==> config.mk <==
export PLATFORM = sky130hd
export DESIGN_NAME = id_stage
export DESIGN_NICKNAME = d
export VERILOG_FILES = /design/src/isa_pkg.sv /design/src/core_pkg.sv /design/src/id_stage.sv
export SDC_FILE = /design/constraint.sdc
export NUM_CORES = 1
export LEC_CHECK = 0
export ABC_CLOCK_PERIOD_IN_PS = 3700
export BUFFER_PORTS_ARGS = -buffer_cell sky130_fd_sc_hd__buf_2
export CORE_MARGIN = 4
export CORE_UTILIZATION = 32
export DETAILED_ROUTE_END_ITERATION = 12
export PLACE_DENSITY = 0.85
export SLEW_MARGIN = 10
export SYNTH_ARGS = -nofsm -noshare
export SYNTH_HDL_FRONTEND = slang
export SYNTH_SLANG_ARGS = --single-unit
==> constraint.sdc <==
create_clock -name vclk -period 3.7
set_clock_uncertainty 0.15 [all_clocks]
set_input_delay 0.74 -clock vclk [all_inputs]
set_output_delay 0.74 -clock vclk [all_outputs]
set_load 0.005 [all_outputs]
==> src/isa_pkg.sv <==
`default_nettype none

package isa_pkg;

  // ~~~~~~~~~~~~~~~~~~~~~~~~~~~~~~~~~~~~~~~~~~~~~~~~~
  // Field widths
  // ~~~~~~~~~~~~~~~~~~~~~~~~~~~~~~~~~~~~~~~~~~~~~~~~~
  localparam int INST_W     = 32;
  localparam int OPCODE_W   = 7;
  localparam int FUNCT3_W   = 3;
  localparam int REG_ADDR_W = 5;
  localparam int NUM_REGS   = 32;

  typedef logic [REG_ADDR_W-1:0] reg_addr_t;
  typedef logic [INST_W-1:0]     inst_t;

  // ~~~~~~~~~~~~~~~~~~~~~~~~~~~~~~~~~~~~~~~~~~~~~~~~~
  // Encodings
  // ~~~~~~~~~~~~~~~~~~~~~~~~~~~~~~~~~~~~~~~~~~~~~~~~~
  // Major opcodes of the implemented subset
  typedef enum logic [OPCODE_W-1:0] {
    OP_IMM = 7'b0010011,
    OP     = 7'b0110011,
    LUI    = 7'b0110111,
    JAL    = 7'b1101111
  } opcode_e;

  typedef enum logic [FUNCT3_W-1:0] {
    ADD_SUB = 3'b000,  // funct7[5] picks sub for OP
    SLL     = 3'b001,
    SLT     = 3'b010,
    SLTU    = 3'b011,
    XOR     = 3'b100,
    SRL_SRA = 3'b101,  // funct7[5] picks sra
    OR      = 3'b110,
    AND     = 3'b111
  } funct3_e;

  // addi x0, x0, 0
  localparam inst_t NOP = 32'h0000_0013;

endpackage

`default_nettype wire
==> src/core_pkg.sv <==
`default_nettype none

package core_pkg;

  import isa_pkg::*;

  typedef enum logic [3:0] {
    ALU_ADD,
    ALU_SUB,
    ALU_SLL,
    ALU_SLT,
    ALU_SLTU,
    ALU_XOR,
    ALU_SRL,
    ALU_SRA,
    ALU_OR,
    ALU_AND,
    ALU_PASS_B  // lui
  } alu_op_e;

  // ~~~~~~~~~~~~~~~~~~~~~~~~~~~~~~~~~~~~~~~~~~~~~~~~~
  // Decoded control from id_stage to the datapath
  // ~~~~~~~~~~~~~~~~~~~~~~~~~~~~~~~~~~~~~~~~~~~~~~~~~
  typedef struct packed {
    alu_op_e     alu_op;
    logic        use_imm;      // Operand B from imm
    logic        use_pc;       // Operand A from pc
    logic [63:0] imm;          // Sign-extended
    reg_addr_t   rd;
    logic        rd_wen;
    logic        jump;
    logic [63:0] jump_offset;  // Added to pc on jal
  } ctrl_t;

endpackage

`default_nettype wire

==> src/id_stage.sv <==
`timescale 1ns/100ps
`default_nettype none

module id_stage
  import isa_pkg::*;
  import core_pkg::*;
(
  input  inst_t      inst,
  output reg_addr_t  r_addr1,
  output reg_addr_t  r_addr2,
  output logic       r_ena1,
  output logic       r_ena2,
  output ctrl_t      ctrl
);

  opcode_e     opcode;
  funct3_e     funct3;
  logic        funct7_b5;
  logic [63:0] imm_i;
  logic [63:0] imm_u;
  logic [63:0] imm_j;
  alu_op_e     alu_op_f3;

  // ~~~~~~~~~~~~~~~~~~~~~~~~~~~~~~~~~~~~~~~~~~~~~~~~~
  // Instruction fields
  // ~~~~~~~~~~~~~~~~~~~~~~~~~~~~~~~~~~~~~~~~~~~~~~~~~
  assign opcode    = opcode_e'(inst[6:0]);
  assign funct3    = funct3_e'(inst[14:12]);
  assign funct7_b5 = inst[30];

  assign r_addr1 = inst[19:15];
  assign r_addr2 = inst[24:20];

  assign imm_i = {{52{inst[31]}}, inst[31:20]};
  assign imm_u = {{32{inst[31]}}, inst[31:12], 12'b0};
  assign imm_j = {{44{inst[31]}}, inst[19:12], inst[20], inst[30:21], 1'b0};

  // Shared funct3 map for OP and OP-IMM
  always_comb begin
    unique case (funct3)
      ADD_SUB: alu_op_f3 = ALU_ADD;
      SLL:     alu_op_f3 = ALU_SLL;
      SLT:     alu_op_f3 = ALU_SLT;
      SLTU:    alu_op_f3 = ALU_SLTU;
      XOR:     alu_op_f3 = ALU_XOR;
      SRL_SRA: alu_op_f3 = funct7_b5 ? ALU_SRA : ALU_SRL;
      OR:      alu_op_f3 = ALU_OR;
      AND:     alu_op_f3 = ALU_AND;
      default: alu_op_f3 = ALU_ADD;
    endcase
  end

  // ~~~~~~~~~~~~~~~~~~~~~~~~~~~~~~~~~~~~~~~~~~~~~~~~~
  // Control
  // ~~~~~~~~~~~~~~~~~~~~~~~~~~~~~~~~~~~~~~~~~~~~~~~~~
  always_comb begin
    // Defaults give a no-op
    r_ena1           = 1'b0;
    r_ena2           = 1'b0;
    ctrl.alu_op      = ALU_ADD;
    ctrl.use_imm     = 1'b0;
    ctrl.use_pc      = 1'b0;
    ctrl.imm         = '0;
    ctrl.rd          = inst[11:7];
    ctrl.rd_wen      = 1'b0;
    ctrl.jump        = 1'b0;
    ctrl.jump_offset = '0;

    case (opcode)
      OP_IMM: begin
        r_ena1       = 1'b1;
        ctrl.alu_op  = alu_op_f3;  // funct3 000 is always addi here
        ctrl.use_imm = 1'b1;
        ctrl.imm     = imm_i;      // shamt sits in the low bits
        ctrl.rd_wen  = 1'b1;
      end
      OP: begin
        r_ena1      = 1'b1;
        r_ena2      = 1'b1;
        ctrl.rd_wen = 1'b1;
        if (funct3 == ADD_SUB && funct7_b5) begin
          ctrl.alu_op = ALU_SUB;
        end else begin
          ctrl.alu_op = alu_op_f3;
        end
      end
      LUI: begin
        ctrl.alu_op  = ALU_PASS_B;
        ctrl.use_imm = 1'b1;
        ctrl.imm     = imm_u;
        ctrl.rd_wen  = 1'b1;
      end
      JAL: begin
        // Link value is pc + 4 through the ALU
        ctrl.alu_op      = ALU_ADD;
        ctrl.use_pc      = 1'b1;
        ctrl.use_imm     = 1'b1;
        ctrl.imm         = 64'd4;
        ctrl.rd_wen      = 1'b1;
        ctrl.jump        = 1'b1;
        ctrl.jump_offset = imm_j;
      end
      default: ;
    endcase
  end

endmodule

`default_nettype wire

==> results of run 1 <==
[area by class of cell]
| cell class | instances | share of cell area |
|---|---|---|
| Timing Repair Buffer | 178 | 0.578 |
| Multi-Input combinational cell | 105 | 0.372 |
| Tap cell | 50 | 0.0402 |
| Inverter | 4 | 0.00964 |
[per-layer routing]
metal  part of all wire  GRT usage  up-vias  wire [µm]
met4                  0     0.0143        0          0
li1                   -          -      720          -
met5                  0          0        -          0
met2               0.51      0.221       88       1930
met1               0.38      0.149      583       1430
met3               0.11    0.00970        0        407
[Yosys cell counts]
cell type   n  area share
a21o_1      1      0.0057
nor3_2      1      0.0075
conb_1      1      0.0028
buf_4      92        0.52
nor3_1      3       0.011
buf_6       2       0.017
buf_2       2      0.0075
o21a_1      1      0.0057
nand4bb_1   1      0.0085
nor2_2      1      0.0047
nand3_1     1      0.0038
o21ai_0     6       0.023
o221ai_1    1      0.0066
and2_1     23        0.11
nand2_1    40        0.11
inv_1       4       0.011
nor2_4      1      0.0085
or2_2       1      0.0047
and3_1      1      0.0047
mux2_2      2       0.017
nand4b_2    1       0.011
nor2_1     10       0.028
a31oi_1     1      0.0047
a21oi_1     4       0.015
nand4bb_4   1       0.021
clkbuf_1    3      0.0085
nand3b_2    1      0.0085
nand2b_1    1      0.0047
or4b_1      1      0.0075
[report_power, final]
group	total (mW)	internal [mW]	switching, mW	leakage, nW
registers	0	0	0	0
clock network	0	0	0	0
logic	0.0595	0.0275	0.0320	1.26
total	0.0595	0.0275	0.0320	1.26
[cells in the final DEF (no fill, tap or decap), drive strengths merged, types with 2 or more instances in the layout]
| master | synthesis | final |
|---|---|---|
| o21ai | 6 | 6 |
| nand4bb | 2 | 2 |
| and2 | 23 | 23 |
| inv | 4 | 4 |
| nor3 | 4 | 4 |
| nand2 | 40 | 40 |
| nor2 | 12 | 12 |
| buf | 96 | 178 |
| mux2 | 2 | 2 |
| a21oi | 4 | 4 |
[cells by family (layout without fill, tap and decap cells)]
family	after synthesis	count (layout)	synth area share
AOI/OAI and AO/OA	14	14	0.0603
buffers and inverters	103	182	0.564
other	1	1	0.00282
and+or+nand+nor	88	88	0.356
muxes	2	2	0.0169
[final timing paths]
kind       end  slack [ns]  cells after the start
max   ctrl[90]        0.56                      7
min   ctrl[67]        1.33                      0
[stage by stage]
stage	cells	setup WS (ns)	util	instance area (µm²)	hold slack, ns
6_report	337	0.561	0.389	1560	1.33
5_1_grt	337	0.425	0.389	1560	1.33
4_1_cts	337	0.572	0.389	1560	1.33
3_5_place_dp	337	0.573	0.389	1560	1.33
3_3_place_gp	337	0.621	0.389	1560	1.33
2_1_floorplan	208	0.377	-	1330	1.37
[critical path: stages]
cell,delay [ns]
buf_2,0.12
nand2b_1,0.22
nor3_2,0.19
buf_4,0.19
nand2_1,0.38
o21ai_0,0.25
buf_2,0.15
==> results.json, run 1 <==
{
  "outcome": "complete, no violations",
  "cts_setup_buffers": 0,
  "port_buffers": 174,
  "yosysUniqueCellTypes": 29,
  "drt_pass1_iterations": 4,
  "total_power_mw": 0.0595,
  "avgSynthCellArea_um2": 6.39,
  "overflow": 0,
  "die_area_mm2": 0.00525,
  "grt_util_all_layers": 0.118,
  "antenna_found_initial": 0,
  "fp.dieW_um": 72.4,
  "tns_ns": 0,
  "coreArea_mm2": 0.00400,
  "routed_wl_mm": 3.77,
  "cts_hold_buf": 0,
  "grt_pass1_wl_mm": 5.38,
  "ant_nets": 0,
  "hpwlAfterDp_mm": 3.17,
  "wire_per_inst_um": 11.2,
  "cp.required_ns": 2.81,
  "max_freq_ghz": 0.319,
  "grt_pass1_vias": 1200,
  "ir_drop_v": 0.0000352,
  "fin_crit_ns": 3.14,
  "cap_violations": 0,
  "hp-class": "in2out",
  "rsz0062_at_grt": "no",
  "nets": 321,
  "die_y_um": 72.4,
  "ys_seq_area_frac": 0,
  "drcViolationCount": 0,
  "power_leakage_nw": 1.26,
  "n_sequential_cell": 0,
  "final_max_slew_viol_count": 0,
  "n_antenna_cell": 0,
  "start_util": 0.332,
  "finalCritPeriodShare": 0.848,
  "synth_cells": 208,
  "setup_viol": 0,
  "post_cts_resized": 0,
  "startpoint_type": "input pin",
  "cp-startpoint": "inst[6]",
  "grt_max_degree": 45,
  "crit_type": "in2out",
  "power_density_mw_per_mm2": 38.2,
  "nClkBuffers": 0,
  "tightestPinTransition_ns": 0.612,
  "drt_iter0_drc": 47,
  "num-fill-cells": 423,
  "syn2layout_area_growth_pct": 17.2,
  "syn_area_mm2": 0.00133,
  "synth_warnings": 0,
  "hold_viol_final": 0,
  "vias": 1391,
  "place.gp.congestion": 0.808,
  "ioPinCount": 185,
  "seq_area_um2": 0,
  "drive_gt1_frac": 0.652,
  "critPathMaxFanout": 20,
  "via_per_inst": 4.13,
  "multi_input_area_um2": 579,
  "slew_headroom": 0.591,
  "cp.arrival_ns": 2.25,
  "holdCritStartpoint": "inst[8]",
  "rows": 23,
  "end_kind": "output pin",
  "syn_nets": 240
}
Note: power is estimated with default switching activity, not from simulation.
==> inputs of run 2 (changes only) <==
--- a/config.mk
+++ b/config.mk
@@ -5,7 +5,7 @@
 export SDC_FILE = /design/constraint.sdc
 export NUM_CORES = 1
 export LEC_CHECK = 0
-export ABC_CLOCK_PERIOD_IN_PS = 3700
+export ABC_CLOCK_PERIOD_IN_PS = 2900
 export BUFFER_PORTS_ARGS = -buffer_cell sky130_fd_sc_hd__buf_2
 export CORE_MARGIN = 4
 export CORE_UTILIZATION = 32
==> constraint.sdc (replaced) <==
create_clock -name vclk -period 2.9
set_clock_uncertainty 0.15 [all_clocks]
set_input_delay 0.58 -clock vclk [all_inputs]
set_output_delay 0.58 -clock vclk [all_outputs]
set_load 0.005 [all_outputs]
==> results.json, run 2 (synthesized netlist as in run 1, its figures left out) <==
{
  "num-fill-cells": 408,
  "via_per_inst": 4.25,
  "gr-usage-met1": 0.142,
  "crit_type": "in2out",
  "nets": 322,
  "grt_max_degree": 45,
  "hpwlAfterDp_mm": 3.21,
  "dpl_cell_area_mm2": 0.00157,
  "cp_common_cell": "buf_2",
  "drcViolationCount": 0,
  "final_max_slew_viol_count": 0,
  "ioPinCount": 185,
  "power_density_mw_per_mm2": 48.8,
  "power_leakage_nw": 1.26,
  "slew_headroom": 0.612,
  "total_power_mw": 0.0765,
  "max_freq_ghz": 0.376,
  "rows": 23,
  "start_util": 0.332,
  "die_area_mm2": 0.00525,
  "grt.busiest_layer": "met2",
  "n_antenna_cell": 0,
  "fin_crit_ns": 2.66,
  "coreArea_mm2": 0.00400,
  "n_sequential_cell": 0,
  "tns_ns": 0,
  "stdcell_area_mm2": 0.00157,
  "post-place-ws_ns": 0.255,
  "finalCritPeriodShare": 0.917,
  "drt_iter0_drc": 65,
  "rsz0062_at_grt": "no",
  "end_kind": "output pin",
  "cts_hold_buf": 0,
  "outcome": "complete, no violations",
  "place.gp.congestion": 0.817,
  "seq_area_um2": 0,
  "critPathMaxFanout": 20,
  "finalWorstSetupSlack_ns": 0.242,
  "grt_util_all_layers": 0.116,
  "hold_viol_final": 0,
  "fp.dieW_um": 72.4,
  "cts_setup_buffers": 0,
  "overflow": 0,
  "grt_use_met3": 0.00831,
  "final_cell_mix": "buf_2, nand2_1, and2_1",
  "grt_pass1_vias": 1172,
  "fin_cells": 338,
  "cp.arrival_ns": 1.93,
  "path_cells": "buf_2, nand4bb_1, nor3_2, nand2_1, o21ai_0, buf_2",
  "post_cts_resized": 0,
  "wire_per_inst_um": 11.0,
  "met2_usage": 0.229,
  "vias": 1438,
  "ant_nets": 0,
  "cp_slowest_cell": "nand2_1",
  "drive_gt1_frac": 0.656,
  "grt_pass1_wl_mm": 5.29,
  "drt_pass1_iterations": 4,
  "startpoint_type": "input pin",
  "die_y_um": 72.4,
  "cp.required_ns": 2.17,
  "dp.cells": 338,
  "hp-class": "in2out",
  "cap_violations": 0,
  "setup_viol": 0,
  "syn2layout_area_growth_pct": 17.9,
  "ir_drop_v": 0.0000482,
  "port_buffers": 174,
  "final_common_cell": "buf_2",
  "critical-path-max-stage-delay_ns": 0.40,
  "antenna_found_initial": 0,
  "tightestPinTransition_ns": 0.580,
  "routed_wl_mm": 3.73,
  "nClkBuffers": 0
}
[run 2: cell types whose count changed in the layout (fill, tap and decap cells not counted)]
cell and delta:
and2_1 -1, and2_2 +1, buf_4 +1
[run 2: report_power, final]
group | switching, mW | total [mW] | leakage [nW] | internal [mW]
Clock | 0 | 0 | 0 | 0
Sequential | 0 | 0 | 0 | 0
Combinational | 0.0409 | 0.0765 | 1.26 | 0.0356
[run 2: worst paths after layout]
kind	start	endpoint	slack, ns	cells past startpoint
max	inst[2]	ctrl[87]	0.24	6
min	inst[9]	ctrl[68]	1.01	0
[run 2: cell type report]
type                       count  area (µm²)  area share
timing repair buffer         179         908       0.580
multi-input combinational    105         581       0.371
tap                           50        62.6      0.0399
inverter                       4        15.0     0.00958
[run 2: routing by layer]
layer	up-vias	wire, µm	share of wire
met5	-	0	0
li1	719	-	-
met4	0	2	0.00054
met3	2	520	0.14
met2	102	1900	0.51
met1	615	1300	0.35
[run 2: critical path, delay by kind of cell]
kind            cells  cell delay [ns]
simple gates        3             0.87
buf+inv             2             0.26
compound gates      1             0.21
[run 2: through the flow]
| stage | util | hold WS, ns |
|---|---|---|
| 3_3_place_gp | 0.392 | 1.01 |
| 5_1_grt | 0.392 | 1.01 |
| 6_report | 0.392 | 1.01 |
| 4_1_cts | 0.392 | 1.01 |
| 3_5_place_dp | 0.392 | 1.01 |
| 2_1_floorplan | - | 1.05 |
