<file path="src/isa_pkg.sv">
`default_nettype none

package isa_pkg;

  // ~~~~~~~~~~~~~~~~~~~~~~~~~~~~~~~~~~~~~~~~~~~~~~~~~
  // Field widths
  // ~~~~~~~~~~~~~~~~~~~~~~~~~~~~~~~~~~~~~~~~~~~~~~~~~
  localparam int INST_W     = 32;
  localparam int OPCODE_W   = 7;
  localparam int FUNCT3_W   = 3;
  localparam int REG_ADDR_W = 5;
  localparam int NUM_REGS   = 32;

  typedef logic [REG_ADDR_W-1:0] reg_addr_t;
  typedef logic [INST_W-1:0]     inst_t;

  // ~~~~~~~~~~~~~~~~~~~~~~~~~~~~~~~~~~~~~~~~~~~~~~~~~
  // Encodings
  // ~~~~~~~~~~~~~~~~~~~~~~~~~~~~~~~~~~~~~~~~~~~~~~~~~
  // Major opcodes of the implemented subset
  typedef enum logic [OPCODE_W-1:0] {
    OP_IMM = 7'b0010011,
    OP     = 7'b0110011,
    LUI    = 7'b0110111,
    JAL    = 7'b1101111
  } opcode_e;

  typedef enum logic [FUNCT3_W-1:0] {
    ADD_SUB = 3'b000,  // funct7[5] picks sub for OP
    SLL     = 3'b001,
    SLT     = 3'b010,
    SLTU    = 3'b011,
    XOR     = 3'b100,
    SRL_SRA = 3'b101,  // funct7[5] picks sra
    OR      = 3'b110,
    AND     = 3'b111
  } funct3_e;

  // addi x0, x0, 0
  localparam inst_t NOP = 32'h0000_0013;

endpackage

`default_nettype wire
</file>
<file path="src/core_pkg.sv">
`default_nettype none

package core_pkg;

  import isa_pkg::*;

  typedef enum logic [3:0] {
    ALU_ADD,
    ALU_SUB,
    ALU_SLL,
    ALU_SLT,
    ALU_SLTU,
    ALU_XOR,
    ALU_SRL,
    ALU_SRA,
    ALU_OR,
    ALU_AND,
    ALU_PASS_B  // lui
  } alu_op_e;

  // ~~~~~~~~~~~~~~~~~~~~~~~~~~~~~~~~~~~~~~~~~~~~~~~~~
  // Decoded control from id_stage to the datapath
  // ~~~~~~~~~~~~~~~~~~~~~~~~~~~~~~~~~~~~~~~~~~~~~~~~~
  typedef struct packed {
    alu_op_e     alu_op;
    logic        use_imm;      // Operand B from imm
    logic        use_pc;       // Operand A from pc
    logic [63:0] imm;          // Sign-extended
    reg_addr_t   rd;
    logic        rd_wen;
    logic        jump;
    logic [63:0] jump_offset;  // Added to pc on jal
  } ctrl_t;

endpackage

`default_nettype wire

</file>
<file path="src/if_stage.sv">
`timescale 1ns/100ps
`default_nettype none

module if_stage
  import isa_pkg::*;
  import core_pkg::*;
#(
  parameter int              XLEN     = 64,
  parameter logic [XLEN-1:0] RESET_PC = 64'h8000_0000
) (
  input  wire              clk,
  input  wire              rst,
  input  ctrl_t            ctrl,
  input  inst_t            inst,
  output logic [XLEN-1:0]  pc,
  output logic [XLEN-1:0]  inst_addr,
  output logic             inst_ena,
  output inst_t            inst_out
);

  logic [XLEN-1:0] pc_next;

  // Jal redirects and everything else falls through
  assign pc_next = ctrl.jump ? pc + ctrl.jump_offset[XLEN-1:0] : pc + XLEN'(4);

  always_ff @(posedge clk) begin
    if (rst) begin
      pc <= RESET_PC;
    end else begin
      pc <= pc_next;
    end
  end

  assign inst_addr = pc;
  assign inst_ena  = ~rst;

  // Nothing executes while fetch is off
  assign inst_out = inst_ena ? inst : NOP;

endmodule

`default_nettype wire

</file>
<file path="config.mk">
export PLATFORM = sky130hd
export DESIGN_NAME = if_stage
export DESIGN_NICKNAME = d
export VERILOG_FILES = /design/src/isa_pkg.sv /design/src/core_pkg.sv /design/src/if_stage.sv
export SDC_FILE = /design/constraint.sdc
export NUM_CORES = 1
export LEC_CHECK = 0
export BUFFER_PORTS_ARGS = -buffer_cell sky130_fd_sc_hd__buf_2
export CAP_MARGIN = 0
export CORE_MARGIN = 4
export CORE_UTILIZATION = 49
export DETAILED_ROUTE_END_ITERATION = 8
export PLACE_DENSITY = 0.88
export SLEW_MARGIN = 20
export SYNTH_ARGS = -nofsm -noshare
export SYNTH_HDL_FRONTEND = slang
export SYNTH_SLANG_ARGS = --single-unit
export TNS_END_PERCENT = 5
</file>
<file path="constraint.sdc">
create_clock -name clk -period 4 [get_ports clk]
set_clock_uncertainty 0.15 [all_clocks]
set_input_delay 0 -clock clk [delete_from_list [all_inputs] [get_ports clk]]
set_output_delay 0 -clock clk [all_outputs]
set_load 0.005 [all_outputs]
</file>
==> impl_metrics.tcl, run 1 <==
set metrics [dict create \
    synth.yosys.seq_area_share 0.1692 \
    synth_top_cell_area_share 0.1692 \
    share_of_synthesized_registers_carrying_an_async_set_or_reset 0 \
    rsz0062_at_grt "false" \
    path_class "reg -> reg" \
    grt_first_pass_wirelength_um 37810 \
    ys_top_cells_by_area "sky130_fd_sc_hd__dfxtp_1, sky130_fd_sc_hd__ha_1, sky130_fd_sc_hd__xnor2_1, sky130_fd_sc_hd__buf_4, sky130_fd_sc_hd__nor2_1" \
    postSynthAreaPerCell_sq_um 7.380 \
    fin_tns_setup_ps 0 \
    max-cap-violations 0 \
    synth_seq_cells 64 \
    finalCritPeriodShare 0.9240 \
    postLayoutSetupSlackWorst_ps 304.0 \
    crit_arrival_ps 3770 \
    largest_register_ffs 64 \
    yosysUniqueCellTypes 67 \
    drv_slew 0 \
    die_area_sq_um 17510 \
    worst_setup_slack_after_placement_ps 358.2 \
    vias_in_the_first_global_route 7761 \
    totalWireLength_um 23700 \
    worstSetupEndpointType "register" \
    growth_of_design_area_from_synthesis_to_finish_pct 17.00 \
    cts_num_sinks 64 \
    synth-warning-count 0 \
    num-fill-cells 1334 \
    timing.critical_path.fanout_max 4 \
    achievable-frequency_ghz 0.2706 \
    leakage_power_total_nw 4.292 \
    number_of_antenna_violations_at_the_first_check_in_global_routing 0 \
    m1WireLength_um 9757 \
    timing.hold.worst.class "in -> reg" \
    routed_via_density 5.911 \
    hpwl_um 18640 \
    ys.flop_type "sky130_fd_sc_hd__dfxtp_1" \
    worst-endpoint-required_ps 4070 \
    routed-wl-met3_um 1943 \
    grt_start_max_net_pins 78 \
    finalWorstPathRequiredPeriod_ps 3696 \
    cellPowerDensity_nw_per_um2 372.6 \
    post_cts_buffers 0 \
    syn_nets 1266 \
    pin_count 336 \
    initial_core_util 0.5000 \
    count_of_final_hold_check_violations 0 \
    cp-start-kind "register" \
    cts_root_buffer "sky130_fd_sc_hd__clkbuf_16" \
    vdd_drop_max_uv 203.9 \
    setup_violations 0 \
    routed-via-count 8222 \
    gp_congestion 0.9587 \
    core_area_sq_um 15150 \
    core.rowCount 45 \
    path_clk_slew_ps 60 \
    cts_tree "yes" \
    drcViolationCount 0 \
    port_buffers 259 \
    design.final.nets 1438 \
    yosys.area.top_type "sky130_fd_sc_hd__dfxtp_1" \
    fp.dieW_um 132.3 \
    met2WireLength_um 11230 \
    slew_headroom 0.4375 \
    status "finished, final reports clean" \
    netlist_area_pre_place_sq_um 7572 \
    avgRoutedWirePerCell_um 17.04 \
    topRoutingLayerUsed "met4" \
    die_h_um 132.3 \
    drt_first_pass_iters 5 \
    drive_gt1_frac 0.2519 \
    worstMarginPinSlew_ps 843.7 \
    grt-ovfl-total 0 \
    grt_use_total 0.2575 \
    cts_buffer_depth 2 \
    cts_inserted_buffers 9 \
    clkLatencyLatePin_ps 340 \
    antenna_left 0 \
    syn-instance-count 1026 \
    synth_enable_flop_cells 0 \
    antenna-diode-count 0 \
    drt_iter0_drc 752 \
    cts-htree-levels 3 \
]
worst max-delay path, stage by stage, from the launching register on:
cell,delay [ps]
sky130_fd_sc_hd__dfxtp_1,360
sky130_fd_sc_hd__ha_1,190
sky130_fd_sc_hd__inv_1,60
sky130_fd_sc_hd__fa_1,410
sky130_fd_sc_hd__nor2b_1,170
sky130_fd_sc_hd__o2111ai_1,190
sky130_fd_sc_hd__a21boi_2,280
sky130_fd_sc_hd__o211ai_2,150
sky130_fd_sc_hd__a2111oi_4,400
sky130_fd_sc_hd__o21ai_2,170
sky130_fd_sc_hd__o31ai_4,320
sky130_fd_sc_hd__a31oi_4,170
sky130_fd_sc_hd__o31ai_2,310
sky130_fd_sc_hd__xnor2_1,150
sky130_fd_sc_hd__o22ai_1,90
per-layer routing:
metal	vias up	GRT usage
met5	-	0
met4	0	0.1132
met3	69	0.04618
met2	429	0.4367
met1	3761	0.3200
li1	3963	-
power by group:
group,leakage [nW],internal (mW),switching (mW)
registers,0.532,0.731,0.157
clock network,0.154,0.563,0.311
logic,3.61,0.692,0.849
total,4.29,1.99,1.32
area by class of cell:
| cell class | count | area [sq um] | area share |
|---|---|---|---|
| Multi-Input combinational cell | 828 | 5534 | 0.6246 |
| Sequential cell | 64 | 1281 | 0.1446 |
| Clock inverter | 3 | 65.06 | 0.007344 |
| Clock buffer | 13 | 250.2 | 0.02824 |
| Timing Repair Buffer | 273 | 1411 | 0.1593 |
| Inverter | 22 | 82.58 | 0.009321 |
| Tap cell | 188 | 235.2 | 0.02655 |
through the flow:
stage | area (sq um) | std cells | hold slack (ps) | utilization | power, mW
6_report | 8860 | 1391 | 15.95 | 0.5850 | 3.301
3_5_place_dp | 8514 | 1372 | 99.41 | 0.5622 | 2.406
4_1_cts | 8860 | 1391 | 5.739 | 0.5850 | 3.295
5_1_grt | 8860 | 1391 | 30.51 | 0.5850 | 3.516
2_1_floorplan | 7572 | 1026 | -64.62 | - | 2.027
3_3_place_gp | 8514 | 1372 | 99.86 | 0.5622 | 2.378
synth_stat cells, types with 4 or more instances:
library cell,n
sky130_fd_sc_hd__nor4_1,4
sky130_fd_sc_hd__xnor2_1,69
sky130_fd_sc_hd__nand2b_1,5
sky130_fd_sc_hd__nor3_1,12
sky130_fd_sc_hd__xor2_1,45
sky130_fd_sc_hd__nor2_1,109
sky130_fd_sc_hd__buf_2,11
sky130_fd_sc_hd__o22ai_1,5
sky130_fd_sc_hd__inv_1,21
sky130_fd_sc_hd__ha_1,64
sky130_fd_sc_hd__a211oi_1,43
sky130_fd_sc_hd__o21bai_1,13
sky130_fd_sc_hd__nor2b_1,37
sky130_fd_sc_hd__o21ai_1,4
sky130_fd_sc_hd__and3_1,15
sky130_fd_sc_hd__or2_2,7
sky130_fd_sc_hd__a21o_1,47
sky130_fd_sc_hd__buf_4,64
sky130_fd_sc_hd__clkbuf_1,35
sky130_fd_sc_hd__nand3_1,39
sky130_fd_sc_hd__and2_1,4
sky130_fd_sc_hd__o21ai_0,41
sky130_fd_sc_hd__a31oi_1,13
sky130_fd_sc_hd__nand2_1,77
sky130_fd_sc_hd__o21a_1,5
sky130_fd_sc_hd__dfxtp_1,64
sky130_fd_sc_hd__a21oi_1,81
sky130_fd_sc_hd__o211ai_1,5
sky130_fd_sc_hd__nand4_1,30
cell families (layout without fill, tap and decap cells):
group / Yosys count / in the layout / synth area share
DFF: 64 / 64 / 0.1692
buffers and inverters: 134 / 311 / 0.09997
muxes: 3 / 3 / 0.003966
xor gates and xnor gates: 114 / 114 / 0.1319
adders and majority gates: 65 / 65 / 0.1084
AOI/OAI and AO/OA: 293 / 293 / 0.2607
and+or+nand+nor: 353 / 353 / 0.2259
final timing paths:
check | endpoint | depth (start not counted) | from | slack (ps)
setup / recovery | inst_addr[60] | 14 | inst_addr[0] | 300
hold / removal | inst_addr[61] | 3 | ctrl[61] | 20
setup reg to reg | inst_addr[60] | 14 | inst_addr[0] | 300
hold reg to reg | inst_addr[63] | 1 | inst_addr[63] | 380
placed cells by master (no fill, tap or decap), types with 7 or more instances in the layout:
cell type / count
sky130_fd_sc_hd__a21o_1: 47
sky130_fd_sc_hd__dfxtp_1: 64
sky130_fd_sc_hd__buf_4: 12
sky130_fd_sc_hd__nor2_1: 109
sky130_fd_sc_hd__nor2b_1: 37
sky130_fd_sc_hd__a21oi_1: 81
sky130_fd_sc_hd__o21bai_1: 13
sky130_fd_sc_hd__xor2_1: 45
sky130_fd_sc_hd__inv_1: 21
sky130_fd_sc_hd__buf_2: 258
sky130_fd_sc_hd__clkbuf_16: 9
sky130_fd_sc_hd__nand2_1: 77
sky130_fd_sc_hd__o21ai_0: 41
sky130_fd_sc_hd__or2_2: 7
sky130_fd_sc_hd__a211oi_1: 43
sky130_fd_sc_hd__nand3_1: 39
sky130_fd_sc_hd__nand4_1: 30
sky130_fd_sc_hd__xnor2_1: 69
sky130_fd_sc_hd__ha_1: 64
sky130_fd_sc_hd__nor3_1: 12
sky130_fd_sc_hd__a31oi_1: 13
sky130_fd_sc_hd__and3_1: 15
timing repair:
action / in CTS / in global routing
endpoints found under the hold margin: 3 / 0
resized for setup: 0 / 0
hold buffers: 3 / 0
(Power assumes the default switching activity.)
==> inputs of run 2 (changes only) <==
==> constraint.sdc (replaced) <==
create_clock -name clk -period 4 [get_ports clk]
set_clock_uncertainty 0.15 [all_clocks]
set_input_delay 0.2 -clock clk [delete_from_list [all_inputs] [get_ports clk]]
set_output_delay 0.2 -clock clk [all_outputs]
set_load 0.005 [all_outputs]
==> run 2 against run 1 <==
Effect of this change: the run now ends with DRC left; count of clock-buffer cells in the layout fell by 3; total power fell by 2.2%; via count fell by 0.80%; maximum frequency fell by 1.4%; cell count fell by 0.14%; largest power group unchanged.
==> impl_metrics.tcl, run 2 (synthesis gave the netlist of run 1 again) <==
set metrics [dict create \
    status "finished, violations left" \
    violations "DRC" \
    routed-via-count 8156 \
    die_area_sq_um 17510 \
    timing.rr.end "inst_addr[60]" \
    die_h_um 132.3 \
    path_class "reg -> reg" \
    cts_num_sinks 64 \
    fp.dieW_um 132.3 \
    finish.utilization 0.5817 \
    drt_iter0_drc 800 \
    gp_congestion 0.9629 \
    slew_headroom 0.4366 \
    critical_path_buf_inv_count 1 \
    critical_register_to_register_path_startpoint "inst_addr[0]" \
    drv_slew 0 \
    grt_start_max_net_pins 74 \
    cts_inserted_buffers 9 \
    grt-ovfl-total 0 \
    largest_register_ffs 64 \
    cts_root_buffer "sky130_fd_sc_hd__clkbuf_16" \
    crit_path_cell_trace "ha_1, inv_1, fa_1, nor2b_1, o2111ai_1, a21boi_2, o211ai_2, a2111oi_4, o21ai_2, o31ai_4, a31oi_4, o31ai_2, xnor2_1, o22ai_1" \
    finalCritPeriodShare 0.9375 \
    cts_tree "yes" \
    growth_of_design_area_from_synthesis_to_finish_pct 16.36 \
    grt_first_pass_wirelength_um 37370 \
    critPathSlowestCell "sky130_fd_sc_hd__fa_1" \
    count_of_final_hold_check_violations 0 \
    post-layout-total-power_mw 3.229 \
    pin_count 336 \
    mostFrequentLayoutCells "sky130_fd_sc_hd__buf_2, sky130_fd_sc_hd__nor2_1, sky130_fd_sc_hd__a21oi_1" \
    initial_core_util 0.5000 \
    drcViolationCount 1 \
    cp-start-kind "register" \
    post_cts_buffers 0 \
    achievable-frequency_ghz 0.2667 \
    core_area_sq_um 15150 \
    worstMarginPinSlew_ps 845.2 \
    worst_setup_slack_after_placement_ps 317.0 \
    leakage_power_total_nw 4.270 \
    max-cap-violations 0 \
    drive_gt1_frac 0.2548 \
    timing.critical_path.fanout_max 4 \
    r2r_slack_ps 250 \
    num-fill-cells 1374 \
    holdBufCountCts 0 \
    worstSetupEndpointType "register" \
    port_buffers 259 \
    finalWorstPathRequiredPeriod_ps 3750 \
    worst-endpoint-required_ps 4070 \
    cts_buffer_depth 2 \
    cellPowerDensity_nw_per_um2 366.5 \
    crit_arrival_ps 3820 \
    min_from "ctrl[0]" \
    core.rowCount 45 \
    cp_slowest_stage_delay_ps 410 \
    cts-htree-levels 3 \
    final_common_cell "sky130_fd_sc_hd__buf_2" \
    ctsResizeCount 0 \
    vdd_drop_max_uv 216.6 \
    rsz0062_at_grt "false" \
    path_clk_slew_ps 60 \
    setup_violations 0 \
    totalWireLength_um 23560 \
    design.final.nets 1436 \
    routed_via_density 5.872 \
    avgRoutedWirePerCell_um 16.96 \
    vias_in_the_first_global_route 7547 \
    whs_endpoint "inst_addr[0]" \
    timing.critical_path.max_delay_family "compound AO/OA/AOI/OAI gates" \
    grt_use_total 0.2562 \
    number_of_antenna_violations_at_the_first_check_in_global_routing 0 \
    antenna_left 0 \
    drt_first_pass_iters 8 \
    postLayoutSetupSlackWorst_ps 249.9 \
    rr_worst_depth 14 \
    hpwl_um 18580 \
    timing.hold.worst.class "in -> reg" \
    fin_hold_ws_ps 91.74 \
    clkLatencyLatePin_ps 350 \
    min_path_cells 4 \
    antenna-diode-count 0 \
    fin_tns_setup_ps 0 \
]
run 2: changes by cell type in the layout (fill, tap and decap cells not counted):
| cell | delta |
|---|---|
| sky130_fd_sc_hd__buf_4 | +1 |
| sky130_fd_sc_hd__bufinv_16 | -1 |
| sky130_fd_sc_hd__clkinvlp_4 | +2 |
| sky130_fd_sc_hd__clkinv_2 | +2 |
| sky130_fd_sc_hd__clkbuf_1 | -2 |
| sky130_fd_sc_hd__dlygate4sd3_1 | -3 |
| sky130_fd_sc_hd__clkbuf_8 | -1 |
run 2: through the flow:
step	cell area, sq um	instances
after floorplan	7572	1026
after global placement	8522	1373
after detailed placement	8522	1373
after CTS	8811	1389
after global routing	8811	1389
final	8811	1389
run 2: worst max path at each step:
stage | start | endpoint | slack, ps | depth (start not counted)
2_1_floorplan | inst_addr[38] | inst_addr[63] | 820 | 13
3_3_place_gp | inst_addr[0] | inst_addr[60] | 430 | 14
3_5_place_dp | inst_addr[0] | inst_addr[60] | 320 | 14
4_1_cts | inst_addr[0] | inst_addr[60] | 260 | 14
5_1_grt | inst_addr[0] | inst_addr[62] | 20 | 14
6_report | inst_addr[0] | inst_addr[60] | 250 | 14
run 2: final cells by class:
type | instances | area (sq um) | share of cell area
Tap cell | 188 | 235.2 | 0.02670
Clock buffer | 10 | 229.0 | 0.02599
Multi-Input combinational cell | 828 | 5534 | 0.6281
Timing Repair Buffer | 271 | 1389 | 0.1576
Sequential cell | 64 | 1281 | 0.1454
Clock inverter | 6 | 60.06 | 0.006816
Inverter | 22 | 82.58 | 0.009372
run 2: routing by layer:
layer / GRT usage / vias to the layer above / share of wire
met1: 0.3154 / 3759 / 0.41
met5: 0 / - / 0
li1: - / 3962 / -
met3: 0.05954 / 44 / 0.081
met4: 0.06467 / 0 / 0.016
met2: 0.4515 / 391 / 0.49
run 2: report_power, final:
part / total [mW] / switching, mW / internal (mW)
logic: 1.54 / 0.852 / 0.691
registers: 0.882 / 0.151 / 0.731
clock network: 0.804 / 0.324 / 0.480
run 2: worst reg2reg max path: cells and delay by family (launching register included):
family                     cells  cell delay [ps]
adders and majority gates      2              600
DFF                            1              360
and+or+nand+nor                1              220
xor gates and xnor gates       1              150
buffers and inverters          1               60
AOI/OAI and AO/OA              9             2090
